$ cat src/common/rf_ecc_macros.svh
// Register file geometry and code word widths
// Check value stored for zero data after reset

`ifndef RF_ECC_MACROS_SVH
`define RF_ECC_MACROS_SVH

// Architectural register count, x0 included
`define RF_NUM_REGS 32

// Data bits per register
`define RF_DATA_W 32

// Check bits per register, enough for distinct columns of weight two or more
`define RF_CHECK_W 6

// Register address width
`define RF_ADDR_W 5

// Check bits of zero data, so a cleared word is never all zeros
`define RF_CHECK_RESET 6'h2A

`endif

$ cat src/common/rf_ecc_pkg.sv
// Code types for the protected register file
// Column rule of the parity matrix and the check bit function

`default_nettype none

`include "rf_ecc_macros.svh"

package rf_ecc_pkg;

  typedef logic [`RF_DATA_W-1:0]  rf_data_t;
  typedef logic [`RF_CHECK_W-1:0] rf_check_t;
  typedef logic [`RF_ADDR_W-1:0]  rf_addr_t;

  // Stored word, check bits above the data as in the core's register array
  typedef struct packed {
    rf_check_t check;
    rf_data_t  data;
  } rf_code_word_t;

  // Column of data bit idx: the idx-th smallest 6-bit value with two or more bits set.
  // Weight-one values are left out so a data flip never aliases a check bit flip
  function automatic rf_check_t rf_ecc_column(int unsigned idx);
    int unsigned rank;
    rf_check_t   col;
    rank = 0;
    col  = '0;
    for (int unsigned v = 0; v < 2 ** `RF_CHECK_W; v++) begin
      if ($countones(rf_check_t'(v)) >= 2) begin
        if (rank == idx) begin
          col = rf_check_t'(v);
        end
        rank++;
      end
    end
    return col;
  endfunction

  // XOR of the columns of all set data bits, offset by the reset check value
  function automatic rf_check_t rf_ecc_check(rf_data_t data);
    rf_check_t check;
    check = `RF_CHECK_RESET;
    for (int unsigned i = 0; i < `RF_DATA_W; i++) begin
      if (data[i]) begin
        check = check ^ rf_ecc_column(i);
      end
    end
    return check;
  endfunction

endpackage

`default_nettype wire

$ cat src/common/rf_port_pkg.sv
// Port structs of the protected register file
// Write strobe, source read addresses and fault injection

`default_nettype none

package rf_port_pkg;

  // Single-cycle write, ignored for x0
  typedef struct packed {
    logic                 we;
    rf_ecc_pkg::rf_addr_t addr;
    rf_ecc_pkg::rf_data_t data;
  } rf_wr_t;

  // Source operand addresses, held as levels
  typedef struct packed {
    rf_ecc_pkg::rf_addr_t rs1;
    rf_ecc_pkg::rf_addr_t rs2;
  } rf_rd_t;

  // Glitch model: mask is XORed into the stored word at addr on the clock edge
  typedef struct packed {
    logic                      en;
    rf_ecc_pkg::rf_addr_t      addr;
    rf_ecc_pkg::rf_code_word_t mask;
  } rf_fault_t;

endpackage

`default_nettype wire

$ cat src/regfile/rf_ecc_encoder.sv
// Write path check bit encoder
// Parity matrix rows derived from the package column rule

`default_nettype none

`include "rf_ecc_macros.svh"

module rf_ecc_encoder (
  input  wire rf_ecc_pkg::rf_data_t data,
  output rf_ecc_pkg::rf_check_t     check
);

  import rf_ecc_pkg::*;

  localparam rf_check_t CHECK_RESET = `RF_CHECK_RESET;

  // Row j of the parity matrix selects the data bits whose column has bit j set
  function automatic rf_data_t row_mask(int unsigned j);
    rf_data_t  mask;
    rf_check_t col;
    mask = '0;
    for (int unsigned i = 0; i < `RF_DATA_W; i++) begin
      col     = rf_ecc_column(i);
      mask[i] = col[j];
    end
    return mask;
  endfunction

  // One parity tree per check bit, the masks are constants after elaboration
  for (genvar j = 0; j < `RF_CHECK_W; j++) begin : g_row
    localparam rf_data_t ROW = row_mask(j);

    assign check[j] = (^(data & ROW)) ^ CHECK_RESET[j];
  end

endmodule

`default_nettype wire

$ cat src/regfile/rf_ecc_storage.sv
// Code word storage for registers x1 to x31
// Write and fault update, combinational source reads with x0 tied to a valid zero word

`default_nettype none

`include "rf_ecc_macros.svh"

module rf_ecc_storage (
  input  wire logic                   clk_i,
  input  wire logic                   rst_ni,
  input  wire rf_port_pkg::rf_wr_t    wr,
  input  wire rf_ecc_pkg::rf_check_t  wr_check,
  input  wire rf_port_pkg::rf_fault_t fault,
  input  wire rf_port_pkg::rf_rd_t    rd,
  output rf_ecc_pkg::rf_code_word_t   rs1_word,
  output rf_ecc_pkg::rf_code_word_t   rs2_word
);

  import rf_ecc_pkg::*;

  localparam rf_code_word_t ZERO_WORD = '{check: `RF_CHECK_RESET, data: '0};

  rf_code_word_t mem      [1:`RF_NUM_REGS-1];
  rf_code_word_t mem_next [1:`RF_NUM_REGS-1];

  // Next value per register. A fault lands on top of a write in the same cycle,
  // as a glitch on the array would
  always_comb begin
    for (int r = 1; r < `RF_NUM_REGS; r++) begin
      mem_next[r] = mem[r];
      if (wr.we && (wr.addr == rf_addr_t'(r))) begin
        mem_next[r] = '{check: wr_check, data: wr.data};
      end
      if (fault.en && (fault.addr == rf_addr_t'(r))) begin
        mem_next[r] = mem_next[r] ^ fault.mask;
      end
    end
  end

  always_ff @(posedge clk_i) begin
    if (!rst_ni) begin
      for (int r = 1; r < `RF_NUM_REGS; r++) begin
        mem[r] <= ZERO_WORD;
      end
    end else begin
      for (int r = 1; r < `RF_NUM_REGS; r++) begin
        mem[r] <= mem_next[r];
      end
    end
  end

  // x0 has no storage and reads as a correctly coded zero
  always_comb begin
    rs1_word = ZERO_WORD;
    rs2_word = ZERO_WORD;
    for (int r = 1; r < `RF_NUM_REGS; r++) begin
      if (rd.rs1 == rf_addr_t'(r)) begin
        rs1_word = mem[r];
      end
      if (rd.rs2 == rf_addr_t'(r)) begin
        rs2_word = mem[r];
      end
    end
  end

endmodule

`default_nettype wire

$ cat src/regfile/rf_ecc_checker.sv
// Integrity checker for the two source code words
// Syndrome and stuck word detection, registered major alert

`default_nettype none

module rf_ecc_checker (
  input  wire logic                      clk_i,
  input  wire logic                      rst_ni,
  input  wire rf_ecc_pkg::rf_code_word_t rs1_word,
  input  wire rf_ecc_pkg::rf_code_word_t rs2_word,
  output logic                           alert_major
);

  import rf_ecc_pkg::*;

  rf_check_t rs1_syndrome;
  rf_check_t rs2_syndrome;
  logic      rs1_faulty;
  logic      rs2_faulty;

  // A word stuck at all zeros or all ones points at a wiped or shorted array,
  // which the syndrome alone may not catch
  function automatic logic word_stuck(rf_code_word_t word);
    return (word == '0) || (&word);
  endfunction

  // Every 1-bit and 2-bit flip gives a nonzero syndrome since the
  // columns are distinct and none has weight one
  assign rs1_syndrome = rf_ecc_check(rs1_word.data) ^ rs1_word.check;
  assign rs2_syndrome = rf_ecc_check(rs2_word.data) ^ rs2_word.check;

  assign rs1_faulty = (rs1_syndrome != '0) || word_stuck(rs1_word);
  assign rs2_faulty = (rs2_syndrome != '0) || word_stuck(rs2_word);

  // Level alert, follows the read faults with one cycle of delay
  always_ff @(posedge clk_i) begin
    if (!rst_ni) begin
      alert_major <= 1'b0;
    end else begin
      alert_major <= rs1_faulty | rs2_faulty;
    end
  end

endmodule

`default_nettype wire

$ cat src/hdl/rf_secure_top.sv
// Protected register file top level
// Encoder on the write path, code word storage and integrity checker

`default_nettype none

module rf_secure_top (
  input  wire logic                   clk_i,
  input  wire logic                   rst_ni,
  input  wire rf_port_pkg::rf_wr_t    wr,
  input  wire rf_port_pkg::rf_rd_t    rd,
  input  wire rf_port_pkg::rf_fault_t fault,
  output rf_ecc_pkg::rf_data_t        rs1_data,
  output rf_ecc_pkg::rf_data_t        rs2_data,
  output logic                        alert_major
);

  import rf_ecc_pkg::*;

  rf_check_t     wr_check;
  rf_code_word_t rs1_word;
  rf_code_word_t rs2_word;

  rf_ecc_encoder u_encoder (
    .data  (wr.data),
    .check (wr_check)
  );

  rf_ecc_storage u_storage (
    .clk_i    (clk_i),
    .rst_ni   (rst_ni),
    .wr       (wr),
    .wr_check (wr_check),
    .fault    (fault),
    .rd       (rd),
    .rs1_word (rs1_word),
    .rs2_word (rs2_word)
  );

  rf_ecc_checker u_checker (
    .clk_i       (clk_i),
    .rst_ni      (rst_ni),
    .rs1_word    (rs1_word),
    .rs2_word    (rs2_word),
    .alert_major (alert_major)
  );

  // Operands leave uncorrected, the alert is the only reaction to a fault
  assign rs1_data = rs1_word.data;
  assign rs2_data = rs2_word.data;

endmodule

`default_nettype wire

$ cat config.mk
export PLATFORM = sky130hd
export DESIGN_NAME = rf_secure_top
export DESIGN_NICKNAME = d
export VERILOG_FILES = /design/src/common/rf_ecc_pkg.sv /design/src/common/rf_port_pkg.sv /design/src/regfile/rf_ecc_encoder.sv /design/src/regfile/rf_ecc_storage.sv /design/src/regfile/rf_ecc_checker.sv /design/src/hdl/rf_secure_top.sv
export VERILOG_INCLUDE_DIRS = /design/src /design/src/common
export SDC_FILE = /design/constraint.sdc
export NUM_CORES = 2
export LEC_CHECK = 0
export ABC_AREA = 1
export BUFFER_PORTS_ARGS = -buffer_cell sky130_fd_sc_hd__buf_2
export CAP_MARGIN = 0
export CELL_PAD_IN_SITES_DETAIL_PLACEMENT = 1
export CELL_PAD_IN_SITES_GLOBAL_PLACEMENT = 2
export CORE_ASPECT_RATIO = 1.1
export CORE_MARGIN = 2
export CORE_UTILIZATION = 34
export CTS_CLUSTER_DIAMETER = 150
export DETAILED_ROUTE_END_ITERATION = 12
export HOLD_SLACK_MARGIN = 0.1
export PLACE_DENSITY_LB_ADDON = 0.1
export SYNTH_ARGS = -nofsm -noshare
export SYNTH_HDL_FRONTEND = slang
export SYNTH_SLANG_ARGS = --single-unit
$ cat constraint.sdc
create_clock -name clk_i -period 5.8 [get_ports clk_i]
set_input_delay 1.16 -clock clk_i [delete_from_list [all_inputs] [get_ports clk_i]]
set_output_delay 1.16 -clock clk_i [all_outputs]
set_load 0.005 [all_outputs]
# Word-level counts from Yosys, hierarchy flattened
# Memory sizes are Yosys's and may differ from the RTL's.
# Index checks and enable logic that the tools add are counted.
[word_totals]
register_bits = 1
mem_bits_rw = 1178
mem_count = 1
output_inout_bits = 65
latchBits = 0
romBits = 0
elab_cells = 14893
[memory_table]
columns = ["memory", "depth", "word_bits", "read_ports", "rd_ports_with_merged_regs", "wr", "line_no", "text"]
rows = [
  ["u_storage.mem", 31, 38, 31, 0, 31, "rf_ecc_storage.sv:23", "rf_code_word_t mem [1:`RF_NUM_REGS-1];"],
]
[classes]
order_cmp = 0
bitwise = 132
n_mul = 0
n_mux = 7453
eq_ne = 3596
n_reduce_logical = 190
n_div = 0
add_sub_neg = 3520
shifts = 0
[op_table]
columns = ["operator", "count"]
rows = [
  ["$mux 32", 3584],
  ["$add 32x1->32 const B", 3520],
  ["$eq 32x5->1 const B", 1792],
  ["$eq 32x4->1 const B", 896],
  ["$eq 32x3->1 const B", 448],
  ["$mux 6", 2112],
  ["$eq 32x2->1 const B", 224],
  ["$mux 38", 155],
  ["$mux 5", 960],
  ["$eq 32x1->1 const B", 112],
  ["$logic_not 32->1", 112],
  ["$mux 4", 448],
  ["$xor 38x38->38", 31],
  ["$mux 3", 192],
  ["$xor 6x6->6", 64],
  ["$eq 5x5->1 const B", 64],
  ["$reduce_xor 32->1", 6],
  ["$eq 5x4->1 const B", 32],
  ["$eq 5x3->1 const B", 16],
  ["$logic_not 38->1", 2],
  ["$reduce_and 38->1", 2],
  ["$logic_and 1x1->1", 62],
  ["$eq 5x2->1 const B", 8],
  ["$or 1x1->1", 32],
  ["6 further kinds", 17],
]

# Logic depth before layout (Yosys ltp)
[logic_depth]
depth_word = 214
ltp_mapped = 41
ltp_nobuf = 40

# By module
# Synthesis repeated with hierarchy kept, for this count alone.
[unflattened]
hier_cells = 12691
area_unflattened_um2 = 81911.1
[modules_own_cells]
columns = ["mod", "cells_per_inst", "area_each_um2", "n_inst", "seq_area_each_um2"]
rows = [
  ["rf_ecc_storage", 11769, 77853.4, 1, 23582.6],
  ["rf_ecc_checker", 649, 2881.5, 1, 20.0],
  ["rf_ecc_encoder", 273, 1176.1, 1, 0.0],
]

# Least setup slack after synthesis
# OpenSTA, ideal clock, no wires.
[synth_path]
path_type = "input-to-reg"
start = "input rd[4] (netlist name)"
end = "register u_checker.alert_major"
cell_stages = 33
setup_time_ns = 0.131
setup_slack_ns = 1.136
required_ns = 5.669
t_arrival_ns = 4.533
path_cell_list = "buf_4 inv_2 buf_6 buf_4 buf_4 buf_2 nor2_1 buf_2 clkbuf_1 nand2_1 nand4_1 nor2_1 nand4_1 inv_1 nand4_1 nand2_1 ha_1 inv_1 nand2_1 nand2_1 nand3_1 nand2_1 nand2_1 nand2_1 nand2_1 nand3_1 nand2_1 nand2_1 nand2_1 nand2_1 nand2_1 nor2_2 a21oi_2"
[synth_between]
elab_chain_len = 99
elab_cells_between_ends = 132
[synth_rtl]
columns = ["item", "line_no", "text"]
rows = [
  ["from (decl)", "rf_secure_top.sv:10", "input wire rf_port_pkg::rf_rd_t rd,"],
  ["$eq 5x1->1", "-", ""],
  ["$mux 38 (30 in a row)", "-", ""],
  ["$mux 38 (*)", "-", ""],
  ["$mux 6", "-", ""],
  ["$xor 6x6->6", "-", ""],
  ["$mux 6", "-", ""],
  ["$xor 6x6->6", "-", ""],
  ["$mux 6", "-", ""],
  ["[54 not listed]", "-", ""],
  ["$xor 6x6->6", "-", ""],
  ["$mux 6", "-", ""],
  ["$xor 6x6->6", "-", ""],
  ["$mux 6", "-", ""],
  ["$xor 6x6->6", "-", ""],
  ["$reduce_bool 6->1", "-", ""],
  ["$logic_or 1x1->1 (*)", "-", ""],
  ["$or 1x1->1 (*)", "-", ""],
  ["to (signal assigned)", "rf_ecc_checker.sv:40", "alert_major <= rs1_faulty | rs2_faulty;"],
  ["to (decl)", "rf_ecc_checker.sv:11", "output logic alert_major"],
]
# Every way passes the cells marked *; elsewhere a longest branch is shown, timed or not.
# A chain may end at the register's enable or synchronous reset.

# Worst setup path in the final report
[layout_path]
start = "input rd[1] (netlist name)"
end = "output rs2_data[18]"
[layout_between]
elab_chain_len = 32
elab_cells_between_ends = 62
[layout_rtl]
columns = ["item", "line_no", "text"]
rows = [
  ["$eq 5x1->1", "-", ""],
  ["$mux 38 (30 in a row)", "-", ""],
  ["$mux 38 (*)", "-", ""],
  ["to (decl)", "rf_secure_top.sv:13", "output rf_ecc_pkg::rf_data_t rs2_data,"],
]
# Marks and branches as above.

==> flow_summary.toml <==
[critical_path]
cp_num_buf_inv = 9
endpoint_kind = "output pin"
cp.depth = 24
critPathRequiredTime_ps = 4640
max_stage_delay_ps = 190
cp_slowest_cell = "o21ai_4"
reg2regPathDepth = 29
path_delay_family = "simple AND/OR/NAND/NOR gates"
cp_max_fo = 20
r2r_setup_slack_ps = 770
crit_top_cell = "nand4_1"
crit_chain = "buf_12 > buf_12 > nor2_4 > nand3_2 > buf_12 > buf_12 > buf_4 > o21ai_4 > buf_4 > inv_1 > nand2_1 > nand4_1 > nor2_1 > nand4_1 > nor2_2 > nand4_1 > nor2_1 > nand4_1 > nor2_1 > nand3_2 > o21ai_2 > nand4_1 > buf_4 > buf_2"
arrival_ps = 4680
path_class = "in2out"
startpoint_type = "input port"

[synth]
synthMuxAreaShare_pct = 0
synth_top_area_cell = "dfxtp_1"
synth_compound_area_share_pct = 15.31
ys_ff_latch = 1179
synthAdderAreaFrac_pct = 0.1653
synthArstFlopShare_pct = 0
syn-cell-area_um2 = 83260
synthMostInstantiatedCell = "nand2_1"
synthTopCellsByArea = "dfxtp_1, nand2_1, nor2_1"
yosysSeqAreaShare_pct = 28.35
synth_top_area_share_pct = 28.35
synth_edf_count = 0
synth_common_cells = "nand2_1, nor2_1, nand3_1"
avgSynthCellArea_um2 = 5.575
synthCells = 14940
synth_xor_area_share_pct = 0.8731
yosysWarnings = 0
synth_nets = 15040
ys.flop_type = "dfxtp_1"
yosys.area_share.simple_pct = 44.65
synthDistinctLibCells = 44
synth_top_family_by_area = "simple AND/OR/NAND/NOR gates"

[global_route]
overflow = 0
grt_pass1_wl_um = 694100
antenna_found_initial = 34
grt_max_degree = 153
grt_pass1_vias = 102800
gr-usage-all-layers_pct = 37.24

[sta]
fin_crit_ps = 5843
skew_ps = 63.16
relSlewSlack_pct = 14.72
finalHoldViolCount = 0
setup_viol = 3
tightest_slew_ps = 1278
rsz0062_at_grt = "yes"
fmax_ghz = 0.1711
finalMaxSlewViolations = 0
min_period_over_period_pct = 100.7
final.setup.tns_ps = -97.99
finalWorstSetupSlack_ps = -43.08

[die]
die_h_um = 523.0
dieArea_um2 = 248900
rows = 190
initial_utilization_pct = 34.17
core-area_um2 = 243700
dieWidth_um = 475.8
io_pins = 159

[detailed_routing]
route.detailed.drc = 0
route.vias.total = 104600
viasPerCell = 5.696
drt-total-wl_um = 481600
wire_per_inst_um = 26.22
drt_iter0_drc = 9217
postRouteAntennaNets = 0
dr.pass1.iters = 7

[final_layout]
areaGrowthSynthToFinish_pct = 19.85
finalInstanceArea_um2 = 99790
fillerInstances = 32790
nets = 15090
finalCoreUtilization_pct = 40.95
drive_gt1_share_pct = 12.76
register_area_um2 = 23600
multiInputGateArea_um2 = 52830

[clock_network]
cts_buffer_depth = 4
htreeDepth = 4
cts.sinks = 1179
clkSlewWorstSetupHoldPaths_ps = 60
clk_latency_ps = 910
cts_tree = "done"
root_buffer = "clkbuf_16"
cts_buffers = 163

[power]
p_switching_mw = 7.309
sw_frac_of_total_pct = 32.84
power_frac_clock_pct = 44.7
power_density_nw_per_um2 = 223.1
p_int_mw = 14.95
p_leak_nw = 38.29
p_comb_share_pct = 17.8
p_seq_share_pct = 37.4
ir_drop_mv = 0.2121

[place]
place_congestion = 0.9585
pre_cts_slack_ps = -698.7
io_buffers = 158
dpl.hpwl_um = 361300
placed_area_um2 = 91940

[status]
status = "finished with violations"
violations = "negative setup slack"

[min_path]
worstHoldPathType = "reg2reg"
holdPathStages = 3

[run]
cap_viol_max_count = 0
[stage by stage]
stage | hold slack (ps) | total power, mW | cells
2_1_floorplan | 555.2 | 10.31 | 14940
3_3_place_gp | 578.0 | 12.14 | 18010
3_5_place_dp | 597.0 | 12.23 | 18010
4_1_cts | 616.5 | 22.19 | 18300
5_1_grt | 658.6 | 22.88 | 18360
6_report | 624.7 | 22.26 | 18370
[cell type report]
cell class	count	area share (%)
Tap cell	3264	4.093
Clock inverter	25	0.2144
Inverter	1102	4.251
Antenna cell	21	0.05266
Sequential cell	1179	23.65
Clock buffer	242	4.730
Timing Repair Buffer	1096	10.07
Multi-Input combinational cell	11440	52.94
[repair_timing]
action	4_1_cts	5_1_grt
pin swaps	72	406
gates cloned	1	6
hold buffers	0	0
resized for setup	172	463
setup buffers	30	69
setup endpoints to repair	64	64
[tightest hold or removal path, cell delays in order (launching register included)]
cell and delay, ps:
dfxtp_1 320, nand2_1 90, nand4_1 100, nand3_1 80
[state kept, by name, indices dropped and copies added (netlist names)]
name,count
u_checker.alert_major,1
u_storage.mem,1178
[final timing paths]
kind / from / endpoint
max: rd[1] / rs2_data[18]
min: u_storage.mem[1][187]$_SDFF_PN1_ / u_storage.mem[1][187]$_SDFF_PN1_
max reg2reg: u_storage.mem[0][230]$_SDFF_PN0_ / u_checker.alert_major$_SDFF_PN0_
min reg2reg: u_storage.mem[1][187]$_SDFF_PN1_ / u_storage.mem[1][187]$_SDFF_PN1_
[power by group through the flow]
stage	Sequential (mW)	Clock, mW	Combinational, mW
global route	8.34	10.4	4.16
finish	8.33	9.95	3.97
CTS	8.33	10.1	3.77
detailed placement	8.51	0	3.72
global placement	8.50	0	3.64
floorplan	8.47	0	1.84
[cells by family (layout without fill, tap and decap cells)]
kind of cell / Yosys count / in the layout
adder cells (fa/ha/maj): 11 / 11
flip-flops: 1179 / 1179
XOR/XNOR: 83 / 83
AO/OA/AOI/OAI: 2520 / 2520
other: 0 / 21
AND/OR/NAND/NOR: 8824 / 8826
buffers and inverters: 2318 / 2465
[cell usage in the layout (no fill, tap or decap), types with 31 or more instances in the layout]
cell          n
nand2_1    4248
nor2_1     1997
o21ai_0    1333
nand3_1    1322
dfxtp_1    1179
a21oi_1    1128
inv_1      1011
buf_4       739
nand4_1     598
nor2_2      226
clkbuf_16   171
buf_2       131
buf_12      130
nand3b_1     93
nor2_4       90
buf_6        70
inv_2        55
nand2_2      55
clkbuf_1     48
or2_2        44
xnor2_1      41
xor2_1       37
nand3_2      34
nor3_1       31
[layer usage]
| metal | global-route usage, % | wire (um) | vias up |
|---|---|---|---|
| li1 | - | - | 48290 |
| met3 | 4.404 | 28030 | 928 |
| met1 | 46.93 | 200500 | 51890 |
| met5 | 0 | 30 | - |
| met2 | 62.67 | 226700 | 3511 |
| met4 | 18.34 | 26320 | 4 |
(Power assumes the default switching activity.)
